[src/logic/nes_mem_pkg.sv]
// ============================================================
// memory bus and backup ram types
// ============================================================
`default_nettype none

package nes_mem_pkg;

	// cpu side memory bus
	typedef logic [21:0] mem_addr_t;
	typedef logic [7:0]  mem_byte_t;

	// nes clock enable phase
	typedef logic [1:0]  nes_phase_t;

	// staged loader writes go out here
	localparam nes_phase_t MEM_PHASE = 2'd3;

	// sd card side
	typedef logic [31:0] sd_lba_t;
	typedef logic [31:0] img_size_t;
	typedef logic [8:0]  sd_buff_addr_t;

	// last sector index of the save image
	typedef logic [11:0] sav_size_t;

	// sav_size_t is taken from these image size bits
	localparam int SAV_SIZE_LSB = 9;
	localparam int SAV_SIZE_MSB = 20;

	typedef enum logic {
		backup_idle,
		backup_busy
	} backup_state_t;

endpackage

`default_nettype wire

[src/logic/nes_input_pkg.sv]
// ============================================================
// joystick and joypad port types
// ============================================================
`default_nettype none

package nes_input_pkg;

	// raw joystick word from the io controller
	typedef logic [31:0] joy_word_t;
	// buttons in nes shift order, A in bit 0
	typedef logic [7:0]  pad_bits_t;
	// value the cpu reads from $4016/$4017
	typedef logic [4:0]  pad_data_t;

	localparam int TURBO_BITS = 20;
	localparam int JOY_PORTS  = 2;

	// bit positions inside joy_word_t
	localparam int JOY_RIGHT   = 0;
	localparam int JOY_LEFT    = 1;
	localparam int JOY_DOWN    = 2;
	localparam int JOY_UP      = 3;
	localparam int JOY_A       = 4;
	localparam int JOY_B       = 5;
	localparam int JOY_SELECT  = 6;
	localparam int JOY_START   = 7;
	localparam int JOY_TURBO_A = 8;
	localparam int JOY_TURBO_B = 9;

endpackage

`default_nettype wire
[src/logic/nes_io_top.sv]
// ============================================================
// nes board glue logic
// ============================================================
`default_nettype none
`timescale 1ns/10ps

module nes_io_top (
	input  wire                           clk,
	input  wire                           reset_nes,
	// joysticks
	input  wire                           joy_swap,
	input  wire nes_input_pkg::joy_word_t   joy_a,
	input  wire nes_input_pkg::joy_word_t   joy_b,
	input  wire                           joypad_strobe,
	input  wire [1:0]                     joypad_clock,
	output nes_input_pkg::pad_data_t      joypad1_data,
	output nes_input_pkg::pad_data_t      joypad2_data,
	// loader and cpu bus
	input  wire                           downloading,
	input  wire                           loader_busy,
	input  wire                           loader_write,
	input  wire nes_mem_pkg::mem_addr_t     loader_addr,
	input  wire nes_mem_pkg::mem_byte_t     loader_data,
	input  wire nes_mem_pkg::nes_phase_t    nes_ce,
	input  wire nes_mem_pkg::mem_addr_t     cpu_addr,
	input  wire nes_mem_pkg::mem_byte_t     cpu_dout,
	input  wire                           cpu_read,
	input  wire                           cpu_write,
	output nes_mem_pkg::mem_addr_t        mem_addr,
	output nes_mem_pkg::mem_byte_t        mem_din,
	output logic                          mem_we,
	output logic                          mem_oe,
	// save ram backup
	input  wire                           img_mounted,
	input  wire nes_mem_pkg::img_size_t     img_size,
	input  wire                           bk_save,
	input  wire                           sd_ack,
	input  wire                           sd_buff_wr,
	input  wire                           sd_buff_rd,
	input  wire nes_mem_pkg::sd_buff_addr_t sd_buff_addr,
	output nes_mem_pkg::sd_lba_t          sd_lba,
	output logic                          sd_rd,
	output logic                          sd_wr,
	output logic                          bk_ena,
	output logic                          sram_req,
	output logic                          sram_we,
	output nes_mem_pkg::sd_buff_addr_t    sram_a
);
	import nes_input_pkg::*;

	pad_bits_t nes_pad_a;
	pad_bits_t nes_pad_b;

	pad_mapper pad_mapper_i (
		.clk       (clk),
		.reset_nes (reset_nes),
		.joy_swap  (joy_swap),
		.joy_a     (joy_a),
		.joy_b     (joy_b),
		.nes_pad_a (nes_pad_a),
		.nes_pad_b (nes_pad_b)
	);

	joypad_port joypad_port_i (
		.clk           (clk),
		.reset_nes     (reset_nes),
		.joypad_strobe (joypad_strobe),
		.joypad_clock  (joypad_clock),
		.nes_pad_a     (nes_pad_a),
		.nes_pad_b     (nes_pad_b),
		.joypad1_data  (joypad1_data),
		.joypad2_data  (joypad2_data)
	);

	loader_write_stage loader_write_stage_i (
		.clk          (clk),
		.reset_nes    (reset_nes),
		.downloading  (downloading),
		.loader_busy  (loader_busy),
		.loader_write (loader_write),
		.loader_addr  (loader_addr),
		.loader_data  (loader_data),
		.nes_ce       (nes_ce),
		.cpu_addr     (cpu_addr),
		.cpu_dout     (cpu_dout),
		.cpu_read     (cpu_read),
		.cpu_write    (cpu_write),
		.mem_addr     (mem_addr),
		.mem_din      (mem_din),
		.mem_we       (mem_we),
		.mem_oe       (mem_oe)
	);

	backup_ram_ctrl backup_ram_ctrl_i (
		.clk          (clk),
		.reset_nes    (reset_nes),
		.img_mounted  (img_mounted),
		.downloading  (downloading),
		.bk_save      (bk_save),
		.sd_ack       (sd_ack),
		.img_size     (img_size),
		.sd_buff_wr   (sd_buff_wr),
		.sd_buff_rd   (sd_buff_rd),
		.sd_buff_addr (sd_buff_addr),
		.sd_lba       (sd_lba),
		.sd_rd        (sd_rd),
		.sd_wr        (sd_wr),
		.bk_ena       (bk_ena),
		.sram_req     (sram_req),
		.sram_we      (sram_we),
		.sram_a       (sram_a)
	);

endmodule

`default_nettype wire

[src/logic/backup_ram_ctrl.sv]
// ============================================================
// save ram backup sequencer
// ============================================================
`default_nettype none
`timescale 1ns/10ps

module backup_ram_ctrl (
	input  wire                           clk,
	input  wire                           reset_nes,
	input  wire                           img_mounted,
	input  wire                           downloading,
	input  wire                           bk_save,
	input  wire                           sd_ack,
	input  wire nes_mem_pkg::img_size_t     img_size,
	input  wire                           sd_buff_wr,
	input  wire                           sd_buff_rd,
	input  wire nes_mem_pkg::sd_buff_addr_t sd_buff_addr,
	output nes_mem_pkg::sd_lba_t          sd_lba,
	output logic                          sd_rd,
	output logic                          sd_wr,
	output logic                          bk_ena,
	output logic                          sram_req,
	output logic                          sram_we,
	output nes_mem_pkg::sd_buff_addr_t    sram_a
);
	import nes_mem_pkg::*;

	backup_state_t state;
	sav_size_t     sav_size;
	logic          bk_load;
	logic          bk_loading;
	logic          mounted_d;
	logic          downloading_d;
	logic          bk_save_d;
	logic          sd_ack_d;
	logic          last_sector;

	assign last_sector = (sd_lba[$bits(sav_size_t)-1:0] == sav_size);

	always_ff @(posedge clk) begin
		if (reset_nes) begin
			state         <= backup_idle;
			bk_ena        <= 1'b0;
			bk_load       <= 1'b0;
			bk_loading    <= 1'b0;
			sd_lba        <= '0;
			sd_rd         <= 1'b0;
			sd_wr         <= 1'b0;
			mounted_d     <= 1'b0;
			downloading_d <= 1'b0;
			bk_save_d     <= 1'b0;
			sd_ack_d      <= 1'b0;
		end else begin
			mounted_d     <= img_mounted;
			downloading_d <= downloading;
			bk_save_d     <= bk_save;
			sd_ack_d      <= sd_ack;

			// new image mounted, empty image disables backup
			bk_load <= 1'b0;
			if (img_mounted && !mounted_d) begin
				if (|img_size) begin
					bk_ena   <= 1'b1;
					sav_size <= img_size[SAV_SIZE_MSB:SAV_SIZE_LSB];
					bk_load  <= 1'b1;
				end else begin
					bk_ena <= 1'b0;
				end
			end
			// a new rom download invalidates the save file
			if (downloading && !downloading_d) begin
				bk_ena <= 1'b0;
			end

			// controller took the request
			if (sd_ack && !sd_ack_d) begin
				sd_rd <= 1'b0;
				sd_wr <= 1'b0;
			end

			case (state)
				backup_idle: begin
					if (bk_ena && (bk_load || (bk_save && !bk_save_d))) begin
						state      <= backup_busy;
						sd_lba     <= '0;
						bk_loading <= bk_load;
						sd_rd      <= bk_load;
						sd_wr      <= ~bk_load;
					end
				end
				backup_busy: begin
					// sector done
					if (sd_ack_d && !sd_ack) begin
						if (last_sector) begin
							state      <= backup_idle;
							bk_loading <= 1'b0;
						end else begin
							sd_lba <= sd_lba + 1'b1;
							sd_rd  <= bk_loading;
							sd_wr  <= ~bk_loading;
						end
					end
				end
				default: state <= backup_idle;
			endcase
		end
	end

	// toggle request towards the sd buffer ram
	always_ff @(posedge clk) begin
		if (reset_nes) begin
			sram_req <= 1'b0;
		end else if (sd_buff_wr || sd_buff_rd) begin
			sram_req <= ~sram_req;
		end
	end

	always_ff @(posedge clk) begin
		if (sd_buff_wr || sd_buff_rd) begin
			sram_we <= sd_buff_wr;
			sram_a  <= sd_buff_addr;
		end
	end

endmodule

`default_nettype wire

[src/logic/loader_write_stage.sv]
// ============================================================
// loader write staging and cpu bus mux
// ============================================================
`default_nettype none
`timescale 1ns/10ps

module loader_write_stage (
	input  wire                        clk,
	input  wire                        reset_nes,
	input  wire                        downloading,
	input  wire                        loader_busy,
	input  wire                        loader_write,
	input  wire nes_mem_pkg::mem_addr_t  loader_addr,
	input  wire nes_mem_pkg::mem_byte_t  loader_data,
	input  wire nes_mem_pkg::nes_phase_t nes_ce,
	input  wire nes_mem_pkg::mem_addr_t  cpu_addr,
	input  wire nes_mem_pkg::mem_byte_t  cpu_dout,
	input  wire                        cpu_read,
	input  wire                        cpu_write,
	output nes_mem_pkg::mem_addr_t     mem_addr,
	output nes_mem_pkg::mem_byte_t     mem_din,
	output logic                       mem_we,
	output logic                       mem_oe
);
	import nes_mem_pkg::*;

	mem_addr_t addr_q;
	mem_byte_t data_q;
	logic      write_pending;
	logic      loader_we;
	logic      load_window;

	// captured byte waits here for its memory slot
	always_ff @(posedge clk) begin
		if (loader_write) begin
			addr_q <= loader_addr;
			data_q <= loader_data;
		end
	end

	always_ff @(posedge clk) begin
		if (reset_nes) begin
			write_pending <= 1'b0;
			loader_we     <= 1'b0;
		end else begin
			if (loader_write) begin
				write_pending <= 1'b1;
			end
			// we is updated once per phase round, so it lasts four cycles
			if (nes_ce == MEM_PHASE) begin
				loader_we <= write_pending;
				if (write_pending) begin
					write_pending <= 1'b0;
				end
			end
		end
	end

	assign load_window = downloading | loader_busy;

	// loader owns the bus for the whole load
	assign mem_addr = load_window ? addr_q : cpu_addr;
	assign mem_din  = load_window ? data_q : cpu_dout;
	assign mem_we   = loader_we | cpu_write;
	assign mem_oe   = ~load_window & cpu_read;

endmodule

`default_nettype wire

[src/logic/joypad_port.sv]
// ============================================================
// nes controller ports
// ============================================================
`default_nettype none
`timescale 1ns/10ps

module joypad_port (
	input  wire                       clk,
	input  wire                       reset_nes,
	input  wire                       joypad_strobe,
	input  wire [1:0]                 joypad_clock,
	input  wire nes_input_pkg::pad_bits_t nes_pad_a,
	input  wire nes_input_pkg::pad_bits_t nes_pad_b,
	output nes_input_pkg::pad_data_t  joypad1_data,
	output nes_input_pkg::pad_data_t  joypad2_data
);
	import nes_input_pkg::*;

	pad_bits_t            shift_q [JOY_PORTS];
	logic [JOY_PORTS-1:0] clock_d;
	logic [JOY_PORTS-1:0] clock_fall;

	assign clock_fall = clock_d & ~joypad_clock;

	always_ff @(posedge clk) begin
		if (reset_nes) begin
			shift_q[0] <= '0;
			shift_q[1] <= '0;
			clock_d    <= '0;
		end else begin
			// strobe held high keeps reloading
			if (joypad_strobe) begin
				shift_q[0] <= nes_pad_a;
				shift_q[1] <= nes_pad_b;
			end
			// next button on the falling edge of each port clock
			for (int i = 0; i < JOY_PORTS; i++) begin
				if (clock_fall[i]) begin
					shift_q[i] <= shift_q[i] >> 1;
				end
			end
			clock_d <= joypad_clock;
		end
	end

	// only D0 is wired, the upper lines read zero
	assign joypad1_data = pad_data_t'(shift_q[0][0]);
	assign joypad2_data = pad_data_t'(shift_q[1][0]);

endmodule

`default_nettype wire

[src/logic/pad_mapper.sv]
// ============================================================
// joystick to nes pad mapping
// ============================================================
`default_nettype none
`timescale 1ns/10ps

module pad_mapper (
	input  wire                       clk,
	input  wire                       reset_nes,
	input  wire                       joy_swap,
	input  wire nes_input_pkg::joy_word_t joy_a,
	input  wire nes_input_pkg::joy_word_t joy_b,
	output nes_input_pkg::pad_bits_t  nes_pad_a,
	output nes_input_pkg::pad_bits_t  nes_pad_b
);
	import nes_input_pkg::*;

	logic [TURBO_BITS-1:0] turbo_cnt;
	logic                  turbo_phase;
	joy_word_t             joy_p1;
	joy_word_t             joy_p2;

	// X and Y fire A and B while the phase bit is high
	function automatic pad_bits_t map_pad(input joy_word_t joy, input logic turbo);
		pad_bits_t pad;
		pad[0] = joy[JOY_A] | (turbo & joy[JOY_TURBO_A]);
		pad[1] = joy[JOY_B] | (turbo & joy[JOY_TURBO_B]);
		pad[2] = joy[JOY_SELECT];
		pad[3] = joy[JOY_START];
		pad[4] = joy[JOY_UP];
		pad[5] = joy[JOY_DOWN];
		pad[6] = joy[JOY_LEFT];
		pad[7] = joy[JOY_RIGHT];
		return pad;
	endfunction

	// free running, roughly 20 Hz at the core clock
	always_ff @(posedge clk) begin
		if (reset_nes) begin
			turbo_cnt <= '0;
		end else begin
			turbo_cnt <= turbo_cnt + 1'b1;
		end
	end

	assign turbo_phase = turbo_cnt[TURBO_BITS-1];

	assign joy_p1 = joy_swap ? joy_b : joy_a;
	assign joy_p2 = joy_swap ? joy_a : joy_b;

	assign nes_pad_a = map_pad(joy_p1, turbo_phase);
	assign nes_pad_b = map_pad(joy_p2, turbo_phase);

endmodule

`default_nettype wire

[config.mk]
export PLATFORM = sky130hd
export DESIGN_NAME = nes_io_top
export DESIGN_NICKNAME = d
export VERILOG_FILES = /design/src/logic/nes_mem_pkg.sv /design/src/logic/nes_input_pkg.sv /design/src/logic/nes_io_top.sv /design/src/logic/backup_ram_ctrl.sv /design/src/logic/loader_write_stage.sv /design/src/logic/joypad_port.sv /design/src/logic/pad_mapper.sv
export SDC_FILE = /design/constraint.sdc
export NUM_CORES = 1
export LEC_CHECK = 0
export ABC_AREA = 1
export BUFFER_PORTS_ARGS = -buffer_cell sky130_fd_sc_hd__buf_4
export CORE_MARGIN = 2
export CORE_UTILIZATION = 44
export DETAILED_ROUTE_END_ITERATION = 12
export GPL_ROUTABILITY_DRIVEN = 1
export PLACE_DENSITY = 0.83
export SYNTH_ARGS = -nofsm -noshare
export SYNTH_HDL_FRONTEND = slang
export SYNTH_SLANG_ARGS = --single-unit
[constraint.sdc]
create_clock -name clk -period 1.78 [get_ports clk]
set_input_delay 0 -clock clk [delete_from_list [all_inputs] [get_ports clk]]
set_output_delay 0 -clock clk [all_outputs]
set_load 0.1 [all_outputs]
==> impl_metrics.yaml <==
timing:
  drv_slew: 0
  worst_slew_pin_slew_ns: 0.637
  finalHoldViolCount: 0
  finalCritPeriodShare: 0.939
  fmax_ghz: 0.598
  holdWs_ns: 0.0157
  rsz0062_at_grt: "true"
  period_minus_slack_ns: 1.67
  relSlewSlack: 0.574
  setup_viol: 0
  fin_worst_skew_ns: 0.00724
logic_synthesis:
  synth_flop_cell: "dfxtp_1"
  synth_cells: 912
  syn_area_per_cell_um2: 7.49
  netlist_top_cells_area: "edfxtp_1, dfxtp_1, nand2_1, nor2_1, inv_1"
  synthTopCellsByCount: "nand2_1, nor2_1, inv_1"
  synth_edf_count: 66
  ys_types: 38
  synth_top_area_frac: 0.290
  ys_ff_latch: 135
  synth_warnings: 0
  seq_area_frac_synth: 0.492
  ys_async_sr_fraction: 0
  yosys.area.top_type: "edfxtp_1"
  synth.most_common_cell: "nand2_1"
  synth_area_mm2: 0.00684
worst_hold_path:
  worst_hold_path_type: "input pin to register"
global_route:
  grt_pass1_wl_mm: 31.1
  grt_pass1_vias: 6779
  gr-total-overflow: 0
  antenna_found_initial: 0
  grt_max_degree: 38
  gr-usage-met1: 0.269
  grt_use_total: 0.239
  grt_use_met2: 0.433
  grtUsageMet3: 0.0511
  grt_busiest_layer: "met2"
drt:
  remaining_drc_errors: 0
  wl_per_cell_um: 14.2
  vias_per_cell: 5.06
  drtIter0Drc: 481
  vias: 7177
  ant_nets: 0
  firstDrtPassIters: 6
  wl_mm: 20.1
pwr:
  ir_worst_vdd_v: 0.000691
  power_frac_clock: 0.396
  p_seq_frac: 0.387
  leakage_nw: 4.42
  p_int_mw: 6.23
  switchingPower_mw: 2.81
  swShare: 0.311
  powerDensity_mw_per_mm2: 886
  combPwrFrac: 0.217
  power_mw: 9.04
layout:
  final_util: 0.671
  syn2layout_area_growth_pct: 49.3
  final_layout_size_suffix_gt1_frac: 0.264
  num-nets-final: 1402
floorplanning:
  io_pins: 271
  fp.dieH_um: 129
  rows: 45
  die_w_um: 129
  start_util: 0.450
  dieArea_mm2: 0.0165
  coreArea_mm2: 0.0152
cts:
  clock_path_buffers: 2
  clock_sinks: 135
  clockRootBuffer: "clkbuf_16"
  cts_tree: "yes"
  clock_latency_ns: 0.42
  path_clk_slew_ns: 0.06
  h-tree-depth: 4
  cts-buffers-inserted: 17
place:
  hpwl_mm: 13.2
  gp_congestion: 0.930
  port_buffers: 218
setup_path:
  cp.arrival_ns: 1.67
  r2r_slack_ns: 0.12
  crit_type: "input pin to output pin"
  cp_max_fo: 30
  critPathLaunchType: "input pin"
  end_kind: "output pin"
  cp.required_ns: 1.78
outcome:
  outcome: "completed"
flow_run:
  cap_viol_max_count: 0
kinds of logic (layout without fill, tap and decap cells):
family,Yosys count,in the layout,synth area share
mux,10,10,0.0146
compound gates,85,85,0.0670
buf+inv,118,429,0.0747
flops,135,135,0.492
other cells,1,9,0.000549
fa+ha+maj,2,2,0.00366
simple gates,544,544,0.326
xor+xnor,17,17,0.0218
power groups by stage:
stage | Sequential, mW | Combinational, mW | Clock [mW]
2_1_floorplan | 3.83 | 0.987 | 0
3_3_place_gp | 3.56 | 1.76 | 0
3_5_place_dp | 3.56 | 1.78 | 0
4_1_cts | 3.50 | 1.94 | 3.63
5_1_grt | 3.52 | 2.06 | 3.76
6_report | 3.50 | 1.96 | 3.58
layout make-up:
class	instances	area (µm²)
clock buffers	17	425
diodes	1	2.50
fillers	1221	5000
repair buffers	318	2610
well taps	188	235
inverters	79	299
clock inverters	15	176
multi-input cells	666	3050
flip-flops and latches	135	3410
per-stage QoR:
step | cell area, µm² | worst slack, ns | std cells | setup TNS, ns
CTS | 10100 | 0.0390 | 1417 | 0
finish | 10200 | 0.108 | 1419 | 0
floorplan | 6910 | -0.0462 | 919 | -0.0462
detailed placement | 8680 | 0.0460 | 1300 | 0
global placement | 8680 | 0.0867 | 1300 | 0
global route | 10200 | 0.00161 | 1418 | 0
routing by layer:
| layer | vias up | wire length [µm] |
|---|---|---|
| met3 | 54 | 1340 |
| met1 | 3319 | 7880 |
| met5 | - | 0 |
| met2 | 282 | 10300 |
| met4 | 0 | 582 |
| li1 | 3522 | - |
cells in the final DEF, fill, tap and decap left out, types with 4 or more instances in the layout:
cell type        n
mux2i_1         10
dlygate4sd3_1   85
a32o_1           4
clkinvlp_4       4
conb_1           8
nor2_2          13
dfxtp_1         36
xor2_1           8
a21oi_1         49
nor2_1         136
nand3_1         55
clkbuf_16       17
buf_4          231
nand4_1          7
nor3_1          10
o21ai_0         27
dfxtp_2         30
nand2_1        303
inv_1           77
xnor2_1          9
edfxtp_1        66
flip-flops by register name (all words and copies together) (netlist names), 2 cells and up:
register and count:
backup_ram_ctrl_i.sav_size 12, backup_ram_ctrl_i.sd_lba 32, backup_ram_ctrl_i.sram_a 9, joypad_port_i.clock_d 2, joypad_port_i.shift_q 16, loader_write_stage_i.addr_q 22, loader_write_stage_i.data_q 8, pad_mapper_i.turbo_cnt 20
worst paths after layout:
kind / end / cells after the start / from
worst min register to register: pad_mapper_i.turbo_cnt[0]$_SDFF_PP0_ / 1 / pad_mapper_i.turbo_cnt[0]$_SDFF_PP0_
worst max-delay path: mem_din[3] / 7 / downloading
worst max register to register: backup_ram_ctrl_i.sd_lba[5]$_SDFFE_PP0P_ / 10 / backup_ram_ctrl_i.sav_size[9]$_DFFE_PP_
worst min-delay path: joypad_port_i.shift_q[0][7]$_SDFFE_PP0P_ / 5 / joy_b[0]
critical path: stages:
cell	delay (ns)
dlygate4sd3_1	0.55
buf_4	0.15
nor2_2	0.14
buf_6	0.26
nand2_1	0.16
nand2_1	0.11
buf_4	0.29
what timing repair did:
action,4_1_cts,5_1_grt
resized for setup,0,20
setup endpoints to repair,0,45
hold buffers,85,0
hold endpoints to repair,75,0
buffers inserted,0,1
Note: power is estimated with default switching activity, not from simulation.
